--- src/nlp_defines.svh ---
// --------------------------------------------------
// frame, decimation and fixed-point size macros
// --------------------------------------------------
`ifndef NLP_DEFINES_SVH
`define NLP_DEFINES_SVH

// samples per frame
`define NLP_FRAME_LEN 16
// decimation step of the peak search
`define NLP_DEC 2
`define NLP_BINS (`NLP_FRAME_LEN / `NLP_DEC)

// Q16.16 words
`define NLP_DATA_W 32
`define NLP_FRAC_W 16

// buffer address width, enough for one frame
`define NLP_ADDR_W 4

`endif

--- src/nlp_pkg.sv ---
// --------------------------------------------------
// shared types, Q16.16 constants and the
// fixed-point multiply
// --------------------------------------------------
`include "nlp_defines.svh"

package nlp_pkg;

	typedef logic signed [`NLP_DATA_W-1:0] sample_t;
	typedef logic [`NLP_ADDR_W-1:0] addr_t;
	typedef logic [$clog2(`NLP_BINS)-1:0] bin_t;

	// 0.95 and 1.0
	localparam sample_t notch_coeff = 32'sd62259;
	localparam sample_t one_q = 32'sd65536;

	// full product, arithmetic shift by the fraction bits, low word kept
	function automatic sample_t fxp_mul(input sample_t a, input sample_t b);
		logic signed [2*`NLP_DATA_W-1:0] prod;
		logic signed [2*`NLP_DATA_W-1:0] shifted;
		prod = a * b;
		shifted = prod >>> `NLP_FRAC_W;
		return shifted[`NLP_DATA_W-1:0];
	endfunction

endpackage

--- src/sq_bus_if.sv ---
// --------------------------------------------------
// one requester port of the sample buffer bus
// --------------------------------------------------
`timescale 1ns/1ps

interface sq_bus_if;
	import nlp_pkg::*;

	// requester side
	logic req;
	logic we;
	addr_t addr;
	sample_t wdata;

	// arbiter side, gnt is combinational from req
	logic gnt;
	sample_t rdata;

	modport requester
	(
		output req,
		output we,
		output addr,
		output wdata,
		input gnt,
		input rdata
	);

	modport arbiter
	(
		input req,
		input we,
		input addr,
		input wdata,
		output gnt,
		output rdata
	);

endinterface

--- src/sq_buffer.sv ---
// --------------------------------------------------
// single-port frame buffer, registered read
// --------------------------------------------------
`timescale 1ns/1ps
`include "nlp_defines.svh"

module sq_buffer
(
	input logic clk,
	input logic we,
	input nlp_pkg::addr_t addr,
	input nlp_pkg::sample_t wdata,
	output nlp_pkg::sample_t rdata
);
	import nlp_pkg::*;

	sample_t mem [`NLP_FRAME_LEN];

	// read returns the old word on a write cycle
	always_ff @(posedge clk)
	begin
		if (we)
		begin
			mem[addr] <= wdata;
		end
		rdata <= mem[addr];
	end

endmodule

--- src/sq_arbiter.sv ---
// --------------------------------------------------
// fixed-priority arbiter for the buffer bus
// port 0 highest, port 2 lowest
// --------------------------------------------------
`timescale 1ns/1ps

module sq_arbiter
(
	sq_bus_if.arbiter sq [3],
	output logic mem_we,
	output nlp_pkg::addr_t mem_addr,
	output nlp_pkg::sample_t mem_wdata,
	input nlp_pkg::sample_t mem_rdata
);
	import nlp_pkg::*;

	localparam int n_req = 3;

	logic [n_req-1:0] req_vec;
	logic [n_req-1:0] gnt_vec;
	logic [n_req-1:0] we_vec;
	addr_t addr_arr [n_req];
	sample_t wdata_arr [n_req];

	// flatten the ports, read data goes back to all of them
	for (genvar i = 0; i < n_req; i++)
	begin : g_port
		assign req_vec[i] = sq[i].req;
		assign we_vec[i] = sq[i].we;
		assign addr_arr[i] = sq[i].addr;
		assign wdata_arr[i] = sq[i].wdata;
		assign sq[i].gnt = gnt_vec[i];
		assign sq[i].rdata = mem_rdata;
	end

	// lowest set request bit wins
	assign gnt_vec = req_vec & (~req_vec + 3'd1);

	always_comb
	begin
		mem_we = 1'b0;
		mem_addr = '0;
		mem_wdata = '0;
		for (int i = 0; i < n_req; i++)
		begin
			if (gnt_vec[i])
			begin
				mem_we = we_vec[i];
				mem_addr = addr_arr[i];
				mem_wdata = wdata_arr[i];
			end
		end
	end

endmodule

--- src/square_stage.sv ---
// --------------------------------------------------
// sample input stage, writes each sample squared
// into the frame buffer
// --------------------------------------------------
`timescale 1ns/1ps
`include "nlp_defines.svh"

module square_stage
(
	input logic clk,
	input logic rst,
	input logic sample_valid,
	output logic sample_ready,
	input nlp_pkg::sample_t sample,
	input logic frame_release,
	output logic frame_done,
	sq_bus_if.requester bus
);
	import nlp_pkg::*;

	typedef enum logic [1:0] {s_accept, s_write, s_wait} state_t;

	state_t state;
	addr_t count;
	sample_t sq_data;
	logic last;

	assign last = (count == addr_t'(`NLP_FRAME_LEN - 1));
	assign sample_ready = (state == s_accept);

	assign bus.req = (state == s_write);
	assign bus.we = 1'b1;
	assign bus.addr = count;
	assign bus.wdata = sq_data;

	always_ff @(posedge clk or negedge rst)
	begin
		if (!rst)
		begin
			state <= s_accept;
			count <= '0;
			frame_done <= 1'b0;
		end
		else
		begin
			frame_done <= 1'b0;
			case (state)
				s_accept:
				begin
					if (sample_valid)
					begin
						state <= s_write;
					end
				end
				s_write:
				begin
					if (bus.gnt)
					begin
						// counter wraps to 0 after the last sample
						count <= count + 1'b1;
						frame_done <= last;
						state <= last ? s_wait : s_accept;
					end
				end
				s_wait:
				begin
					// hold off the next frame until the result is taken
					if (frame_release)
					begin
						state <= s_accept;
					end
				end
				default:
				begin
					state <= s_accept;
				end
			endcase
		end
	end

	// squared sample, held while the write waits for the bus
	always_ff @(posedge clk)
	begin
		if (sample_valid && sample_ready)
		begin
			sq_data <= fxp_mul(sample, sample);
		end
	end

endmodule

--- src/notch_stage.sv ---
// --------------------------------------------------
// DC notch filter, run in place over the buffer
// filter state carries from frame to frame
// --------------------------------------------------
`timescale 1ns/1ps
`include "nlp_defines.svh"

module notch_stage
(
	input logic clk,
	input logic rst,
	input logic start,
	output logic frame_done,
	sq_bus_if.requester bus
);
	import nlp_pkg::*;

	typedef enum logic [1:0] {s_idle, s_read, s_calc, s_write} state_t;

	state_t state;
	addr_t idx;
	sample_t mem_x;
	sample_t mem_y;
	sample_t notch;
	sample_t wr_data;
	logic last;

	assign last = (idx == addr_t'(`NLP_FRAME_LEN - 1));

	// x - mem_x + 0.95 * mem_y, with x on the bus read data
	assign notch = bus.rdata - mem_x + fxp_mul(notch_coeff, mem_y);

	assign bus.req = (state == s_read) || (state == s_write);
	assign bus.we = (state == s_write);
	assign bus.addr = idx;
	assign bus.wdata = wr_data;

	always_ff @(posedge clk or negedge rst)
	begin
		if (!rst)
		begin
			state <= s_idle;
			idx <= '0;
			mem_x <= '0;
			mem_y <= '0;
			frame_done <= 1'b0;
		end
		else
		begin
			frame_done <= 1'b0;
			case (state)
				s_idle:
				begin
					if (start)
					begin
						idx <= '0;
						state <= s_read;
					end
				end
				s_read:
				begin
					if (bus.gnt)
					begin
						state <= s_calc;
					end
				end
				// read data is valid here, one cycle after the grant
				s_calc:
				begin
					mem_x <= bus.rdata;
					mem_y <= notch;
					state <= s_write;
				end
				s_write:
				begin
					if (bus.gnt)
					begin
						idx <= idx + 1'b1;
						frame_done <= last;
						state <= last ? s_idle : s_read;
					end
				end
				default:
				begin
					state <= s_idle;
				end
			endcase
		end
	end

	// filtered value plus the bias of one
	always_ff @(posedge clk)
	begin
		if (state == s_calc)
		begin
			wr_data <= notch + one_q;
		end
	end

endmodule

--- src/peak_search.sv ---
// --------------------------------------------------
// decimated peak search and result handshake
// --------------------------------------------------
`timescale 1ns/1ps
`include "nlp_defines.svh"

module peak_search
(
	input logic clk,
	input logic rst,
	input logic start,
	output logic frame_release,
	output logic result_valid,
	input logic result_ready,
	output nlp_pkg::sample_t peak_value,
	output nlp_pkg::bin_t peak_bin,
	sq_bus_if.requester bus
);
	import nlp_pkg::*;

	typedef enum logic [1:0] {s_idle, s_read, s_cmp, s_result} state_t;

	state_t state;
	bin_t bin;

	assign bus.req = (state == s_read);
	assign bus.we = 1'b0;
	assign bus.addr = addr_t'(bin * `NLP_DEC);
	assign bus.wdata = '0;

	assign result_valid = (state == s_result);
	// frees the input stage in the same cycle the result is taken
	assign frame_release = result_valid && result_ready;

	always_ff @(posedge clk or negedge rst)
	begin
		if (!rst)
		begin
			state <= s_idle;
			bin <= '0;
			peak_value <= '0;
			peak_bin <= '0;
		end
		else
		begin
			case (state)
				s_idle:
				begin
					if (start)
					begin
						bin <= '0;
						peak_value <= '0;
						peak_bin <= '0;
						state <= s_read;
					end
				end
				s_read:
				begin
					if (bus.gnt)
					begin
						state <= s_cmp;
					end
				end
				s_cmp:
				begin
					// strictly greater, so the first of equal peaks stays
					if (bus.rdata > peak_value)
					begin
						peak_value <= bus.rdata;
						peak_bin <= bin;
					end
					bin <= bin + 1'b1;
					state <= (bin == bin_t'(`NLP_BINS - 1)) ? s_result : s_read;
				end
				s_result:
				begin
					if (result_ready)
					begin
						state <= s_idle;
					end
				end
				default:
				begin
					state <= s_idle;
				end
			endcase
		end
	end

endmodule

--- src/nlp_front.sv ---
// --------------------------------------------------
// pitch estimator front end: square, notch and
// peak stages sharing one frame buffer
// --------------------------------------------------
`timescale 1ns/1ps

module nlp_front
(
	input logic clk,
	input logic rst,
	input logic sample_valid,
	output logic sample_ready,
	input nlp_pkg::sample_t sample,
	output logic result_valid,
	input logic result_ready,
	output nlp_pkg::sample_t peak_value,
	output nlp_pkg::bin_t peak_bin
);
	import nlp_pkg::*;

	// bus ports in priority order: square, notch, peak
	sq_bus_if bus_if [3] ();

	logic square_done;
	logic notch_done;
	logic frame_release;

	logic mem_we;
	addr_t mem_addr;
	sample_t mem_wdata;
	sample_t mem_rdata;

	square_stage u_square
	(
		.clk(clk),
		.rst(rst),
		.sample_valid(sample_valid),
		.sample_ready(sample_ready),
		.sample(sample),
		.frame_release(frame_release),
		.frame_done(square_done),
		.bus(bus_if[0])
	);

	notch_stage u_notch
	(
		.clk(clk),
		.rst(rst),
		.start(square_done),
		.frame_done(notch_done),
		.bus(bus_if[1])
	);

	peak_search u_peak
	(
		.clk(clk),
		.rst(rst),
		.start(notch_done),
		.frame_release(frame_release),
		.result_valid(result_valid),
		.result_ready(result_ready),
		.peak_value(peak_value),
		.peak_bin(peak_bin),
		.bus(bus_if[2])
	);

	sq_arbiter u_arbiter
	(
		.sq(bus_if),
		.mem_we(mem_we),
		.mem_addr(mem_addr),
		.mem_wdata(mem_wdata),
		.mem_rdata(mem_rdata)
	);

	sq_buffer u_buffer
	(
		.clk(clk),
		.we(mem_we),
		.addr(mem_addr),
		.wdata(mem_wdata),
		.rdata(mem_rdata)
	);

endmodule

--- config.mk ---
export PLATFORM = sky130hd
export DESIGN_NAME = nlp_front
export DESIGN_NICKNAME = d
export VERILOG_FILES = /design/src/nlp_pkg.sv /design/src/sq_bus_if.sv /design/src/sq_buffer.sv /design/src/sq_arbiter.sv /design/src/square_stage.sv /design/src/notch_stage.sv /design/src/peak_search.sv /design/src/nlp_front.sv
export VERILOG_INCLUDE_DIRS = /design/src
export SDC_FILE = /design/constraint.sdc
export NUM_CORES = 2
export LEC_CHECK = 0
export BUFFER_PORTS_ARGS = -buffer_cell sky130_fd_sc_hd__buf_4
export CAP_MARGIN = 40
export CORE_MARGIN = 2
export CORE_UTILIZATION = 32
export DETAILED_ROUTE_END_ITERATION = 10
export PLACE_DENSITY_LB_ADDON = 0.2
export SYNTH_ARGS = -nofsm -noshare
export SYNTH_HDL_FRONTEND = slang
export SYNTH_SLANG_ARGS = --single-unit
export TNS_END_PERCENT = 10
--- constraint.sdc ---
create_clock -name clk -period 22.9 [get_ports clk]
set_clock_uncertainty 0.05 [all_clocks]
set_input_delay 4.58 -clock clk [delete_from_list [all_inputs] [get_ports clk]]
set_output_delay 4.58 -clock clk [all_outputs]
set_load 0.01 [all_outputs]
# --- Word level (Yosys, flattened, before mapping) ---
# Memories as Yosys holds them, arrays and structs flattened. A register that Yosys moved wholly into a read port is not among the register bits.
# Index checks and enable logic that the tools add are counted.
totals:
  reg_bits: 182
  ramBits: 512
  input_bits: 36
  out_inout_bits: 37
  wordCells: 103
  n_memories: 1
mem_list:
  columns: ["memory", "words", "width", "read_ports", "rd_clocked_by_memory_dff", "wr", "line_no", "rtl"]
  rows:
  - ["u_buffer.mem", 16, 32, 1, 1, 1, "sq_buffer.sv:17", "sample_t mem [`NLP_FRAME_LEN];"]
classes:
  n_addsub: 7
  mul: 2
  order_cmp: 1
  eq_ne: 21
  muxes: 40
  n_bitwise: 2
  n_reduce_logical: 15
ops:
  columns: ["op", "n"]
  rows:
  - ["two-way mux 32 bit", 5]
  - ["one-hot mux 32 bit (2 select lines)", 1]
  - ["multiplier 17 x 32 -> 48 bit (first input constant)", 1]
  - ["multiplier 32 x 32 -> 48 bit", 1]
  - ["adder 32 x 18 -> 32 bit (second input constant)", 1]
  - ["adder 32 bit", 1]
  - ["greater-than comparator 32 bit", 1]
  - ["subtractor 32 bit", 1]
  - ["two-way mux 2 bit", 11]
  - ["two-way mux 4 bit", 5]
  - ["one-hot mux 2 bit (4 select lines)", 2]
  - ["AND reduction 3 bit", 5]
  - ["!= test 2 bit (second input constant)", 6]
  - ["one-hot mux 3 bit (2 select lines)", 2]
  - ["== test 2 bit (second input constant)", 5]
  - ["two-way mux 1 bit", 10]
  - ["adder 4 x 1 -> 4 bit (second input constant)", 2]
  - ["== test 4 bit (second input constant)", 2]
  - ["!= test 2 x 1 -> 1 bit (second input constant)", 4]
  - ["one-hot mux 4 bit (2 select lines)", 1]
  - ["adder 3 x 1 -> 3 bit (second input constant)", 2]
  - ["== test 2 x 1 -> 1 bit (second input constant)", 3]
  - ["zero test 2 bit", 3]
  - ["two-way mux 3 bit", 2]
  - ["8 further kinds", 11]

# --- Depth between registers and ports, before layout ---
logic_depth:
  ltp_word: 10
  mapped_depth: 37
  ltp_nobuf: 36

# --- Cells and area by module ---
# From an unflattened synthesis, not the netlist that was laid out.
unflattened:
  cells_unflattened: 5546
  hier_area_um2: 66093.4
modules_own_cells:
  columns: ["mod", "instances", "cells_each", "area_each_um2", "seq_area_each_um2"]
  rows:
  - ["square_stage", 1, 2640, 26191.4, 1136.1]
  - ["sq_buffer", 1, 840, 19862.8, 16015.4]
  - ["notch_stage", 1, 1471, 15325.9, 2737.6]
  - ["peak_search", 1, 328, 2910.3, 1001.0]
  - ["sq_arbiter", 1, 267, 1803.0, 0.0]

# --- Worst setup path after synthesis ---
# OpenSTA, ideal clock, no wires.
synth_path:
  path_type: "input port to flip-flop"
  from: "input port sample[7]"
  to: "register u_square.sq_data[28], in the netlist u_square.bus.wdata[28] (data pin)"
  setup_ps: 258
  arrival_ps: 11692
  required_ps: 22592
  setup_slack_ps: 10900
  path_stages: 28
  path_buffers: 2
  path_cell_list: "clkbuf_1 -> clkbuf_1 -> nand2_1 -> fa_1 -> inv_1 -> fa_1 -> fa_1 -> fa_1 -> inv_1 -> fa_1 -> inv_1 -> fa_1 -> fa_1 -> inv_1 -> fa_1 -> inv_1 -> ha_1 -> a21o_1 -> a21o_1 -> a21oi_2 -> o32ai_1 -> a211oi_2 -> o21ai_2 -> a221o_1 -> a31o_1 -> a31o_2 -> a21oi_2 -> xnor2_1"
synth_between:
  elab_chain_cells: 1
synth_lines:
  columns: ["item", "line_no", "rtl"]
  rows:
  - ["start, declared", "nlp_front.sv:13", "input nlp_pkg::sample_t sample,"]
  - ["multiplier 32 x 32 -> 48 bit", "nlp_pkg.sv:21", "prod = a * b;"]
  - ["end signal, assigned", "square_stage.sv:86", "sq_data <= fxp_mul(sample, sample);"]
  - ["end, declared", "square_stage.sv:25", "sample_t sq_data;"]
# No other way between the ends.
# A chain may end at the register's enable or synchronous reset.

# --- Worst setup path in the final report ---
layout_path:
  from: "input port sample[10]"
  to: "register u_square.sq_data[28], in the netlist u_square.bus.wdata[28] (data pin)"
# The elaborated chain is that of the path after synthesis.

==> reports/metrics.cfg <==
[floorplan]
io_pins=73
dieHeight_um=456
dieArea_mm2=0.208
start_util=0.321
core-area_mm2=0.204
dieWidth_um=456
placementRows=166

[clock_tree]
post_cts_resized=0
cts_tree=yes
cts-root-buf=clkbuf_16
post_cts_buffers=0
clk_path_buf_depth=3
clk_pin_slew_ns=0.06
hold_buffers=0
clock_latency_ns=0.64
htreeDepth=3
clkSinkCount=726
cts_made_buffers=82

[synthesis]
ys_types=86
synth-edff-count=576
synth-seq-cells=726
synthCells=6071
syn_nets=7500
avgSynthCellArea_um2=10.8
ys_async_sr_fraction=0.163
ys.flop_type=edfxtp_1
yosysWarnings=0
syn_area_mm2=0.0655
synth-seq-area-share=0.319

[sta]
drv_slew=0
relSlewSlack=0.251
finalHoldViolCount=0
period_share=0.524
tightestPinTransition_ns=1.12
fin_crit_ns=12.00
setup_violations=0
grt_setup_unrepaired=no
max_freq_mhz=83.3
final.setup.tns_ns=0

[placed_design]
dp_hpwl_mm=132
place_congestion=0.883
io_buffers=72

[route]
avgViaCountPerCell=4.80
first_pass_iters=7
drtIter0Drc=2784
vias=42273
drtAntennaViolNets=0
wl_mm=183
wl_per_cell_um=20.8
drc=0

[global_route]
grt_pass1_vias=45330
grt_use_met2=0.289
gr-usage-met3=0.0184
grt_use_met1=0.253
grt_overflow=0
grt_pass1_wl_mm=283
grt_max_degree=195
grtUsageTotal=0.177
gr-max-usage-layer=met2
antenna_found_initial=10

[min_path]
hold_path.class=reg2reg

[setup_path]
rrSetupSlack_ns=13.14
crit_fanout=26
worst_path_max_delay_cell=fa_1
endpoint_kind=flip-flop
crit_start=sample[10]
endpoint=u_square.bus.wdata[28]$_DFFE_PP_
regToRegEndpoint=u_notch.bus.wdata[31]$_DFFE_PN_
r2r_cells=32
crit_type=in2reg
worstReg2RegStart=u_notch.mem_y[7]$_DFFE_PN0N_
slowest_delay_ns=0.52
path_common_cell=fa_1
setup.worst_path.start_class=input port
worst_ep_arrival_time_ns=12.34
required_ns=23.23

[job]
maxCapViolations=0

[outcome]
status=complete, no violations

[final_layout]
final_nets=7478
drive_gt1_frac=0.0592
areaGrowthSynthToFinish_pct=10.1

==> kinds of logic after synthesis <==
| group | after synthesis | share of synthesized area |
|---|---|---|
| adder cells (fa/ha/maj) | 1393 | 0.385 |
| AO/OA/AOI/OAI | 621 | 0.0678 |
| AND/OR/NAND/NOR | 1608 | 0.113 |
| flip-flops | 726 | 0.319 |
| buffers and inverters | 1536 | 0.0884 |
| XOR/XNOR | 150 | 0.0202 |
| multiplexers | 37 | 0.00632 |
==> per-layer routing <==
metal  up-vias  routed length, um
li1      19238                  -
met1     21854              84500
met2       979              85600
met3       202               8300
met4         0               4760
met5         -                  0
==> cell usage in the layout (no fill, tap or decap), types with 46 or more instances in the layout <==
master,netlist,final
and3_1,75,75
a21o_1,49,49
nand2_1,878,877
inv_1,1291,1291
a21oi_1,155,155
fa_1,1039,1039
nand3_1,156,156
edfxtp_1,576,576
o21ai_0,70,70
buf_4,3,133
and2_1,231,228
nor2_1,105,103
clkbuf_16,0,86
a311oi_1,97,97
xor2_1,46,46
xnor2_1,103,103
dfrtp_1,118,118
ha_1,354,352
==> layout make-up <==
cell class / count / area, um^2
antenna: 1 / 2.50
clock buffer: 106 / 2260
clock inverter: 48 / 629
fill: 20569 / 132000
inverter: 1292 / 4850
multi-input combinational: 3809 / 39000
sequential: 726 / 20900
tap: 2688 / 3360
timing repair buffer: 138 / 1120
==> per-stage QoR <==
| stage | util | setup slack, ns | cells | area (um^2) | hold slack (ns) |
|---|---|---|---|---|---|
| finish | 0.354 | 10.90 | 8808 | 72100 | 0.453 |
| detailed placement | 0.339 | 10.12 | 8653 | 69200 | 0.441 |
| CTS | 0.354 | 10.81 | 8807 | 72100 | 0.454 |
| global route | 0.354 | 10.49 | 8807 | 72100 | 0.489 |
| global placement | 0.339 | 10.15 | 8648 | 69100 | 0.442 |
| floorplan | - | 10.90 | 6071 | 65500 | 0.416 |
==> worst min path at each step <==
stage / startpoint / depth (start not counted) / slack (ns) / to
floorplan: u_square.bus.addr[3]$_DFFE_PN0P_ / 1 / 0.42 / u_square.bus.addr[3]$_DFFE_PN0P_
global placement: u_square.bus.addr[3]$_DFFE_PN0P_ / 1 / 0.44 / u_square.bus.addr[3]$_DFFE_PN0P_
detailed placement: u_square.bus.addr[3]$_DFFE_PN0P_ / 1 / 0.44 / u_square.bus.addr[3]$_DFFE_PN0P_
CTS: u_square.bus.addr[3]$_DFFE_PN0P_ / 1 / 0.45 / u_square.bus.addr[3]$_DFFE_PN0P_
global route: u_square.bus.addr[3]$_DFFE_PN0P_ / 1 / 0.49 / u_square.bus.addr[3]$_DFFE_PN0P_
finish: u_square.bus.addr[3]$_DFFE_PN0P_ / 1 / 0.45 / u_square.bus.addr[3]$_DFFE_PN0P_
==> Yosys cell counts (all sizes together) (43+ instances only) <==
| master | count | area (um^2) |
|---|---|---|
| inv | 1291 | 4850 |
| fa | 1039 | 20800 |
| nand2 | 878 | 3300 |
| edfxtp | 576 | 17300 |
| ha | 354 | 4430 |
| and2 | 231 | 1450 |
| clkbuf | 214 | 803 |
| a21oi | 159 | 811 |
| nand3 | 156 | 781 |
| dfrtp | 118 | 2950 |
| nor2 | 106 | 400 |
| xnor2 | 103 | 902 |
| a311oi | 97 | 850 |
| o21ai | 80 | 412 |
| and3 | 75 | 469 |
| a21o | 49 | 368 |
| xor2 | 47 | 419 |
| a31oi | 43 | 282 |
==> sequential cells by signal (all words and copies together) (netlist names), 3 cells and up <==
signal,cells
u_buffer.mem,512
u_notch.mem_x,32
u_buffer.rdata,32
u_peak.peak_bin,3
u_notch.bus.addr,4
u_notch.bus.wdata,32
u_square.bus.wdata,32
u_notch.mem_y,32
u_peak.peak_value,32
u_peak.bin,3
u_square.bus.addr,4
==> critical path, delay by kind of cell <==
family / cells / cell delay, ns
adder cells (fa/ha/maj): 9 / 4.08
XOR/XNOR: 1 / 0.07
AND/OR/NAND/NOR: 1 / 0.30
buffers and inverters: 6 / 1.05
AO/OA/AOI/OAI: 10 / 2.22
Power is left out: the tool's default activity adds up to more than one toggle a clock period on the data nets, which glitch-free logic cannot reach.
